==> src/source/spu_types_pkg.sv <==
package spu_types_pkg;

	localparam int QUAD_W     = 128;	// Register and local-store word width
	localparam int WORD_W     = 32;		// Preferred slot word used for addresses
	localparam int REG_ADDR_W = 7;		// 128 architected registers
	localparam int OPCODE_W   = 11;		// Widest opcode field (RR format)
	localparam int FORMAT_W   = 3;
	localparam int IMM_W      = 18;		// Widest immediate field (RI18)
	localparam int LS_ADDR_W  = 11;		// Quadword index bits
	localparam int LS_DEPTH   = 2048;	// 32 KB of quadwords

	// Big-endian numbering, bit 0 is the leftmost bit
	typedef logic [0:QUAD_W-1] quad_t;

	typedef logic [0:REG_ADDR_W-1] reg_addr_t;

	typedef logic [0:OPCODE_W-1] opcode_t;	// Truncated per format by the decoder

	typedef logic [FORMAT_W-1:0] format_t;

	typedef logic [0:IMM_W-1] imm_t;		// Truncated per format by the decoder

	// Plain index into the local store, wraps at LS_DEPTH
	typedef logic [LS_ADDR_W-1:0] ls_addr_t;

endpackage

==> src/source/spu_isa_pkg.sv <==
package spu_isa_pkg;

	// Instruction format codes as delivered by the issue stage
	localparam spu_types_pkg::format_t FMT_RR   = 3'd0;
	localparam spu_types_pkg::format_t FMT_RI10 = 3'd4;
	localparam spu_types_pkg::format_t FMT_RI16 = 3'd5;

	// x-form, full 11-bit opcode
	localparam spu_types_pkg::opcode_t OP_LQX  = 11'b00111000100;	// Load quadword
	localparam spu_types_pkg::opcode_t OP_STQX = 11'b00101000100;	// Store quadword

	// d-form, matched against opcode bits 3 to 10
	localparam logic [7:0] OP_LQD  = 8'b00110100;
	localparam logic [7:0] OP_STQD = 8'b00100100;

	// a-form, matched against opcode bits 2 to 10
	localparam logic [8:0] OP_LQA  = 9'b001100001;
	localparam logic [8:0] OP_STQA = 9'b001000001;

	// Odd pipe latency from issue to writeback
	localparam int WB_STAGES = 6;

endpackage

==> src/source/odd_issue_if.sv <==
`timescale 1ns/1ps

interface odd_issue_if;
	import spu_types_pkg::*;

	opcode_t   op;			// Decoded opcode
	format_t   format;		// Selects which opcode and immediate bits count
	reg_addr_t rt_addr;		// Destination register
	quad_t     ra;
	quad_t     rb;
	quad_t     rt_st;		// Store data
	imm_t      imm;
	logic      reg_write;	// Instruction writes the register file

	modport source (
		output op, format, rt_addr, ra, rb, rt_st, imm, reg_write
	);

	modport sink (
		input op, format, rt_addr, ra, rb, rt_st, imm, reg_write
	);

endinterface

==> src/source/ls_req_if.sv <==
`timescale 1ns/1ps

interface ls_req_if;
	import spu_types_pkg::*;

	logic      load;		// Quadword load this cycle
	logic      store;		// Quadword store this cycle, never with load
	ls_addr_t  addr;		// Wrapped quadword index
	reg_addr_t rt_addr;		// Zero unless a memory instruction
	logic      reg_write;	// Zero unless a memory instruction
	quad_t     rt_st;

	modport issuer (
		output load, store, addr, rt_addr, reg_write, rt_st
	);

	modport memory (
		input load, store, addr, rt_addr, reg_write, rt_st
	);

endinterface

==> src/source/ls_addr_decode.sv <==
`timescale 1ns/1ps

module ls_addr_decode (
	odd_issue_if.sink issue,
	ls_req_if.issuer  req
);
	import spu_types_pkg::*;
	import spu_isa_pkg::*;

	logic is_lqx;
	logic is_stqx;
	logic is_lqd;
	logic is_stqd;
	logic is_lqa;
	logic is_stqa;
	logic x_form;
	logic d_form;
	logic a_form;

	logic [WORD_W-1:0] word_a;		// Preferred slot of ra
	logic [WORD_W-1:0] word_b;		// Preferred slot of rb
	logic [WORD_W-1:0] imm10_ext;
	logic [WORD_W-1:0] sum_x;
	logic [WORD_W-1:0] sum_d;
	logic [15:0]       imm16;

	assign word_a    = issue.ra[0:WORD_W-1];
	assign word_b    = issue.rb[0:WORD_W-1];
	assign imm10_ext = {{(WORD_W-10){issue.imm[8]}}, issue.imm[8:17]};	// Sign extend I10
	assign imm16     = issue.imm[2:17];

	// Only the low index bits survive, so overflow simply wraps
	assign sum_x = word_a + word_b;
	assign sum_d = word_a + imm10_ext;

	always_comb begin
		is_lqx  = (issue.format == FMT_RR) && (issue.op == OP_LQX);
		is_stqx = (issue.format == FMT_RR) && (issue.op == OP_STQX);
		is_lqd  = (issue.format == FMT_RI10) && (issue.op[3:10] == OP_LQD);
		is_stqd = (issue.format == FMT_RI10) && (issue.op[3:10] == OP_STQD);
		is_lqa  = (issue.format == FMT_RI16) && (issue.op[2:10] == OP_LQA);
		is_stqa = (issue.format == FMT_RI16) && (issue.op[2:10] == OP_STQA);

		x_form = is_lqx | is_stqx;
		d_form = is_lqd | is_stqd;
		a_form = is_lqa | is_stqa;
	end

	always_comb begin
		req.load  = is_lqx | is_lqd | is_lqa;
		req.store = is_stqx | is_stqd | is_stqa;

		if (x_form) begin
			req.addr = sum_x[LS_ADDR_W-1:0];
		end else if (d_form) begin
			req.addr = sum_d[LS_ADDR_W-1:0];
		end else if (a_form) begin
			req.addr = imm16[LS_ADDR_W-1:0];	// Absolute quadword index
		end else begin
			req.addr = '0;
		end

		// Nops and other odd-pipe ops leave nothing for writeback
		if (x_form | d_form | a_form) begin
			req.rt_addr   = issue.rt_addr;
			req.reg_write = issue.reg_write;
		end else begin
			req.rt_addr   = '0;
			req.reg_write = 1'b0;
		end

		req.rt_st = issue.rt_st;
	end

endmodule

==> src/flat_wrapper.sv <==
// flat-port wrapper written by rule: the top's interface ports become plain ports
module ls_addr_decode_flat import spu_types_pkg::*; import spu_isa_pkg::*;
  (issue_op, issue_format, issue_rt_addr, issue_ra, issue_rb, issue_rt_st, issue_imm, issue_reg_write, req_load, req_store, req_addr, req_rt_addr, req_reg_write, req_rt_st);
  odd_issue_if issue_i ();
  ls_req_if req_i ();
  input wire logic [$bits(issue_i.op)-1:0] issue_op;
  input wire logic [$bits(issue_i.format)-1:0] issue_format;
  input wire logic [$bits(issue_i.rt_addr)-1:0] issue_rt_addr;
  input wire logic [$bits(issue_i.ra)-1:0] issue_ra;
  input wire logic [$bits(issue_i.rb)-1:0] issue_rb;
  input wire logic [$bits(issue_i.rt_st)-1:0] issue_rt_st;
  input wire logic [$bits(issue_i.imm)-1:0] issue_imm;
  input wire logic [$bits(issue_i.reg_write)-1:0] issue_reg_write;
  output wire logic [$bits(req_i.load)-1:0] req_load;
  output wire logic [$bits(req_i.store)-1:0] req_store;
  output wire logic [$bits(req_i.addr)-1:0] req_addr;
  output wire logic [$bits(req_i.rt_addr)-1:0] req_rt_addr;
  output wire logic [$bits(req_i.reg_write)-1:0] req_reg_write;
  output wire logic [$bits(req_i.rt_st)-1:0] req_rt_st;
  assign issue_i.op = issue_op;
  assign issue_i.format = issue_format;
  assign issue_i.rt_addr = issue_rt_addr;
  assign issue_i.ra = issue_ra;
  assign issue_i.rb = issue_rb;
  assign issue_i.rt_st = issue_rt_st;
  assign issue_i.imm = issue_imm;
  assign issue_i.reg_write = issue_reg_write;
  assign req_load = req_i.load;
  assign req_store = req_i.store;
  assign req_addr = req_i.addr;
  assign req_rt_addr = req_i.rt_addr;
  assign req_reg_write = req_i.reg_write;
  assign req_rt_st = req_i.rt_st;
  ls_addr_decode u_core (.issue(issue_i), .req(req_i));
endmodule
==> config.mk <==
export PLATFORM = sky130hd
export DESIGN_NAME = ls_addr_decode_flat
export DESIGN_NICKNAME = d
export VERILOG_FILES = /design/src/source/spu_types_pkg.sv /design/src/source/spu_isa_pkg.sv /design/src/source/odd_issue_if.sv /design/src/source/ls_req_if.sv /design/src/source/ls_addr_decode.sv /design/src/flat_wrapper.sv
export SDC_FILE = /design/constraint.sdc
export NUM_CORES = 1
export LEC_CHECK = 0
export BUFFER_PORTS_ARGS = -buffer_cell sky130_fd_sc_hd__buf_2
export CORE_AREA = 2 2 224 226
export DETAILED_ROUTE_END_ITERATION = 16
export DIE_AREA = 0 0 226 228
export GPL_TIMING_DRIVEN = 0
export SLEW_MARGIN = 15
export SYNTH_ARGS = -nofsm -noshare
export SYNTH_HDL_FRONTEND = slang
export SYNTH_SLANG_ARGS = --single-unit
==> constraint.sdc <==
create_clock -name vclk -period 3.1
set_input_delay 0.62 -clock vclk [all_inputs]
set_output_delay 0.62 -clock vclk [all_outputs]
set_load 0.01 [all_outputs]
==> flow_summary.json, run 1 <==
{
  "outcome": "finished with violations",
  "violations": "setup timing",
  "area.sequential_um2": 0,
  "post-synth-top-area-cell": "buf_4",
  "grt_max_degree": 11,
  "design.final.nets": 958,
  "timing.critical_path.fanout_max": 3,
  "die-area_mm2": 0.0515,
  "critical_path.max_stage_delay_ps": 370,
  "peakVddDrop_mv": 0.0223,
  "routed-via-count": 2776,
  "drc": 0,
  "via_per_inst": 2.34,
  "dieHeight_um": 228,
  "design.portCount": 573,
  "setup.worst_path.start_class": "input pin",
  "count_of_input_and_output_buffers": 204,
  "synth.distinct_cells": 45,
  "crit_chain": "buf_8 > ha_4 > fa_2 > a211oi_2 > o21bai_2 > a2111oi_4 > nor3_2 > xnor2_1 > o221ai_1 > buf_4",
  "die_x_um": 226,
  "holdCritStartpoint": "issue_rt_st[94]",
  "timing.final.setup_violations": 2,
  "clock.fmax_mhz": 312,
  "fp.coreArea_mm2": 0.0493,
  "final.setup.worst_slack_ps": -102,
  "crit_required_ps": 2480,
  "initial_utilization_pct": 4.50,
  "slew_headroom_pct": 72.6,
  "placed_cell_area_mm2": 0.00408,
  "arrival_ps": 2580,
  "core.rowCount": 82,
  "p_leak_uw": 0.00209,
  "netlist_top_cells_area": "buf_4, ha_1, xnor2_1, a21oi_1, nor2_1",
  "nClkBuffers": 0,
  "power.density_cell_area_mw_per_mm2": 119,
  "dp_slack_ps": -456,
  "instances_no_fill": 1185,
  "grt_antenna_before_repair": 20,
  "wire_length_of_the_first_global_routing_pass_mm": 15.1,
  "ys_top_cells_by_count": "buf_4, ha_1, a21oi_1",
  "hold_viol": 0,
  "final_area_mm2": 0.00440,
  "detail_route.wirelength_mm": 12.7,
  "global_route.overflow_total": 0,
  "grt_pass1_vias": 2210,
  "synthesis.area_per_instance_um2": 7.50,
  "detail_route.wl_per_cell_um": 10.7,
  "worst_hold_slack_ps": 1420,
  "antenna_left": 0,
  "layout_min_cycle_time_ps": 3200,
  "post-synth-top-area-fraction_pct": 43.6,
  "timing.hold.worst.class": "input pin to output pin",
  "layout-drive-gt1-share_pct": 73.5,
  "max_cap_violation_count": 0,
  "crit_start": "issue_ra[96]",
  "initialDrtViolationCount": 85,
  "grt_setup_unrepaired": "yes",
  "portion_of_the_post_synthesis_area_used_by_sequential_elements_pct": 0,
  "tightest_slew_ps": 410,
  "flops_and_latches": 0,
  "period_share_pct": 103,
  "gp_routability_congestion": 0.748,
  "post_cts_hold_buffer_count": 0,
  "setup_total_negative_slack_ps": -174,
  "timing.setup.critical_path_class": "input pin to output pin",
  "synth.net_count": 742,
  "detailedPlacementHpwl_mm": 11.5,
  "gr-usage-all-layers_pct": 4.19,
  "place_inst": 1172,
  "drt_pass1_iterations": 4,
  "cp-end-kind": "output pin",
  "yosys_warnings": 0,
  "postSynthCellCount": 296,
  "syn_to_final_growth_pct": 98.0,
  "synthMostInstantiatedCell": "buf_4",
  "maxSlewViolCount": 0,
  "cell_with_the_largest_stage_delay_on_the_worst_path": "a2111oi_4",
  "synthesis.area_mm2": 0.00222
}
==> critical path, delay by kind of cell <==
| kind | cells | cell delay [ps] |
|---|---|---|
| buffers and inverters | 2 | 280 |
| AND/OR/NAND/NOR | 1 | 70 |
| XOR/XNOR | 1 | 230 |
| adder cells (fa/ha/maj) | 2 | 490 |
| AO/OA/AOI/OAI | 4 | 870 |
==> kinds of logic after synthesis <==
| family | share of synthesized area, % |
|---|---|
| AO/OA/AOI/OAI | 19.3 |
| AND/OR/NAND/NOR | 15.2 |
| adder cells (fa/ha/maj) | 13.1 |
| buffers and inverters | 45.7 |
| XOR/XNOR | 6.70 |
==> layout make-up <==
type | count | area, µm²
tap | 672 | 841
inverter | 7 | 26.3
antenna | 3 | 7.51
fill | 5780 | 45000
timing repair buffer | 214 | 1150
buffer | 132 | 1010
multi-input combinational | 157 | 1360
==> path summary, 6_finish.rpt <==
kind / slack, ps / to / cells past startpoint
max: -100 / req_addr[8] / 10
min: 1420 / req_rt_st[94] / 2
==> per-stage QoR <==
stage,power [µW],utilization (%)
finish,525,8.91
global route,573,8.90
CTS,495,8.48
detailed placement,481,8.27
global placement,477,8.27
floorplan,323,-
==> repair_timing <==
item	in CTS	in global routing
setup endpoints to repair	10	14
pin swaps	10	19
gates resized for setup	22	30
setup buffers	3	6
cloned	0	1
hold endpoints to repair	0	0
==> routing by layer <==
layer	track usage (%)	wire length (µm)	part of all wire [%]
met2	7.41	5750	45
met4	0.579	278	2.2
met5	0	160	1.3
met1	3.91	4010	31
met3	3.17	2530	20
==> report_power, final <==
group / internal [µW] / switching, µW
Clock: 0.000130 / 0
Combinational: 290 / 235
Sequential: 0 / 0
==> cells in the final DEF (no fill, tap or decap), types with 3 or more instances in the layout <==
| cell type | netlist | layout |
|---|---|---|
| a221oi_1 | 4 | 3 |
| a21o_1 | 4 | 4 |
| nand2_1 | 5 | 5 |
| a211oi_1 | 7 | 3 |
| buf_2 | 1 | 196 |
| and2_1 | 8 | 8 |
| ha_1 | 20 | 18 |
| inv_1 | 7 | 6 |
| buf_4 | 129 | 142 |
| xnor2_1 | 11 | 11 |
| o21ai_0 | 10 | 7 |
| nand2b_1 | 4 | 4 |
| or3_4 | 2 | 3 |
| xor2_1 | 6 | 6 |
| nor2_1 | 15 | 15 |
| diode_2 | 0 | 3 |
| a21oi_1 | 17 | 15 |
| buf_6 | 1 | 3 |
| nor3_1 | 7 | 6 |
| a211oi_2 | 0 | 4 |
Power figures use the tool's default switching activity.
==> inputs of run 2 (changes only) <==
==> constraint.sdc (replaced) <==
create_clock -name vclk -period 3.1
set_input_delay 0.31 -clock vclk [all_inputs]
set_output_delay 0.31 -clock vclk [all_outputs]
set_load 0.01 [all_outputs]
==> run 2 against run 1 <==
Against the previous run: the flow now finishes without violations; non-clock buffer count fell by 10; core utilization is 0.62 points lower; first-iteration DRC count up 42%; critical path depth did not move; via count down 1.3%; routed wire length is 3.2% lower; hold slack got worse by 620 ps; setup slack better by 290 ps; flip-flop and latch count unchanged; clock-buffer cell count unchanged; highest routed layer unchanged; sequential share of layout area stayed put; final cell count shrank 0.76%.
==> flow_summary.json, run 2 (synthesis results as in run 1) <==
{
  "grt_setup_unrepaired": "no",
  "gp_routability_congestion": 0.748,
  "design.final.nets": 948,
  "detailedPlacementHpwl_mm": 11.5,
  "cell_with_the_largest_stage_delay_on_the_worst_path": "fa_1",
  "hold_viol": 0,
  "die_x_um": 226,
  "timing.setup.critical_path_class": "input pin to output pin",
  "timing.critical_path.fanout_max": 3,
  "layout_commonest_cell": "buf_2",
  "nClkBuffers": 0,
  "drt_pass1_iterations": 4,
  "worst_path_most_repeated_cell": "buf_2",
  "fp.coreArea_mm2": 0.0493,
  "syn_to_final_growth_pct": 84.3,
  "period_share_pct": 93.9,
  "cp-end-kind": "output pin",
  "max_cap_violation_count": 0,
  "maxSlewViolCount": 0,
  "total_power_uw": 479,
  "flops_and_latches": 0,
  "design.portCount": 573,
  "top_usage_layer": "met2",
  "via_per_inst": 2.33,
  "detail_route.wl_per_cell_um": 10.5,
  "crit_required_ps": 2790,
  "layout-drive-gt1-share_pct": 68.8,
  "initialDrtViolationCount": 121,
  "arrival_ps": 2600,
  "antenna_left": 0,
  "gr-usage-all-layers_pct": 4.13,
  "outcome": "complete, no violations",
  "grt_pass1_vias": 2170,
  "slew_headroom_pct": 56.9,
  "timing.final.setup_violations": 0,
  "crit_chain": "buf_2 > ha_1 > fa_1 > a211oi_1 > o21bai_1 > a2111oi_1 > nor3_1 > xnor2_1 > o221ai_1 > buf_2",
  "detail_route.wirelength_mm": 12.3,
  "initial_utilization_pct": 4.50,
  "grtUsageMet1_pct": 3.80,
  "core.rowCount": 82,
  "grt_max_degree": 11,
  "worstPathBufferInverterCount": 2,
  "count_of_input_and_output_buffers": 204,
  "p_leak_uw": 0.00198,
  "grt_antenna_before_repair": 21,
  "critical_path.max_stage_delay_ps": 440,
  "multi_input_comb_area_mm2": 0.00121,
  "drc": 0,
  "clock.fmax_mhz": 344,
  "tightest_slew_ps": 641,
  "setup_total_negative_slack_ps": 0,
  "timing.hold.worst.class": "input pin to output pin",
  "peakVddDrop_mv": 0.0217,
  "die-area_mm2": 0.0515,
  "use_met3_pct": 3.32,
  "power.density_cell_area_mw_per_mm2": 117,
  "layout_min_cycle_time_ps": 2910,
  "global_route.overflow_total": 0,
  "most-common-layout-cells": "buf_2, buf_4, ha_1",
  "fillerInstances": 5803,
  "dieHeight_um": 228,
  "area.sequential_um2": 0,
  "wire_length_of_the_first_global_routing_pass_mm": 14.9,
  "worst_path_dominant_cell_family": "compound AO/OA/AOI/OAI gates",
  "setup.worst_path.start_class": "input pin",
  "routed-via-count": 2741,
  "global_route.usage.met2_pct": 7.22
}
run 2: changes by cell type in the layout (fill, tap and decap cells not counted), sizes merged:
cell    delta
diode      +1
clkbuf     -1
buf        -9
run 2: power breakdown:
group | internal (µW) | switching [µW] | leakage [µW]
logic | 266 | 214 | 0.00198
registers | 0 | 0 | 0
clock network | 0.000173 | 0 | 0.0000000254
total | 266 | 214 | 0.00198
run 2: worst paths after layout:
check | slack (ps) | end | start | cells after the start
hold / removal | 800 | req_rt_st[94] | issue_rt_st[94] | 2
setup / recovery | 190 | req_addr[8] | issue_rb[96] | 10
run 2: per-stage QoR:
step	area, µm²	setup WS, ps	cells	util, %	hold slack (ps)
detailed placement	4080	164	1172	8.27	804
finish	4090	190	1176	8.30	803
floorplan	2220	630	296	-	712
CTS	4080	155	1172	8.27	804
global placement	4080	196	1172	8.27	804
global route	4080	22.5	1172	8.28	806
run 2: area by class of cell:
type | count | area share, %
multi-input combinational | 157 | 29.5
timing repair buffer | 204 | 24.9
buffer | 132 | 24.2
tap | 672 | 20.5
inverter | 7 | 0.642
antenna | 4 | 0.244
run 2: layer usage:
layer | vias up | wire [µm]
met3 | 40 | 2620
met5 | - | 160
met2 | 256 | 5440
met4 | 28 | 275
li1 | 1321 | -
met1 | 1096 | 3830
run 2: timing repair:
item                       4_1_cts  5_1_grt
gates resized for setup          0        1
setup endpoints to repair        0        1
hold buffers                     0        0
setup buffers                    0        0
hold endpoints to repair         0        0
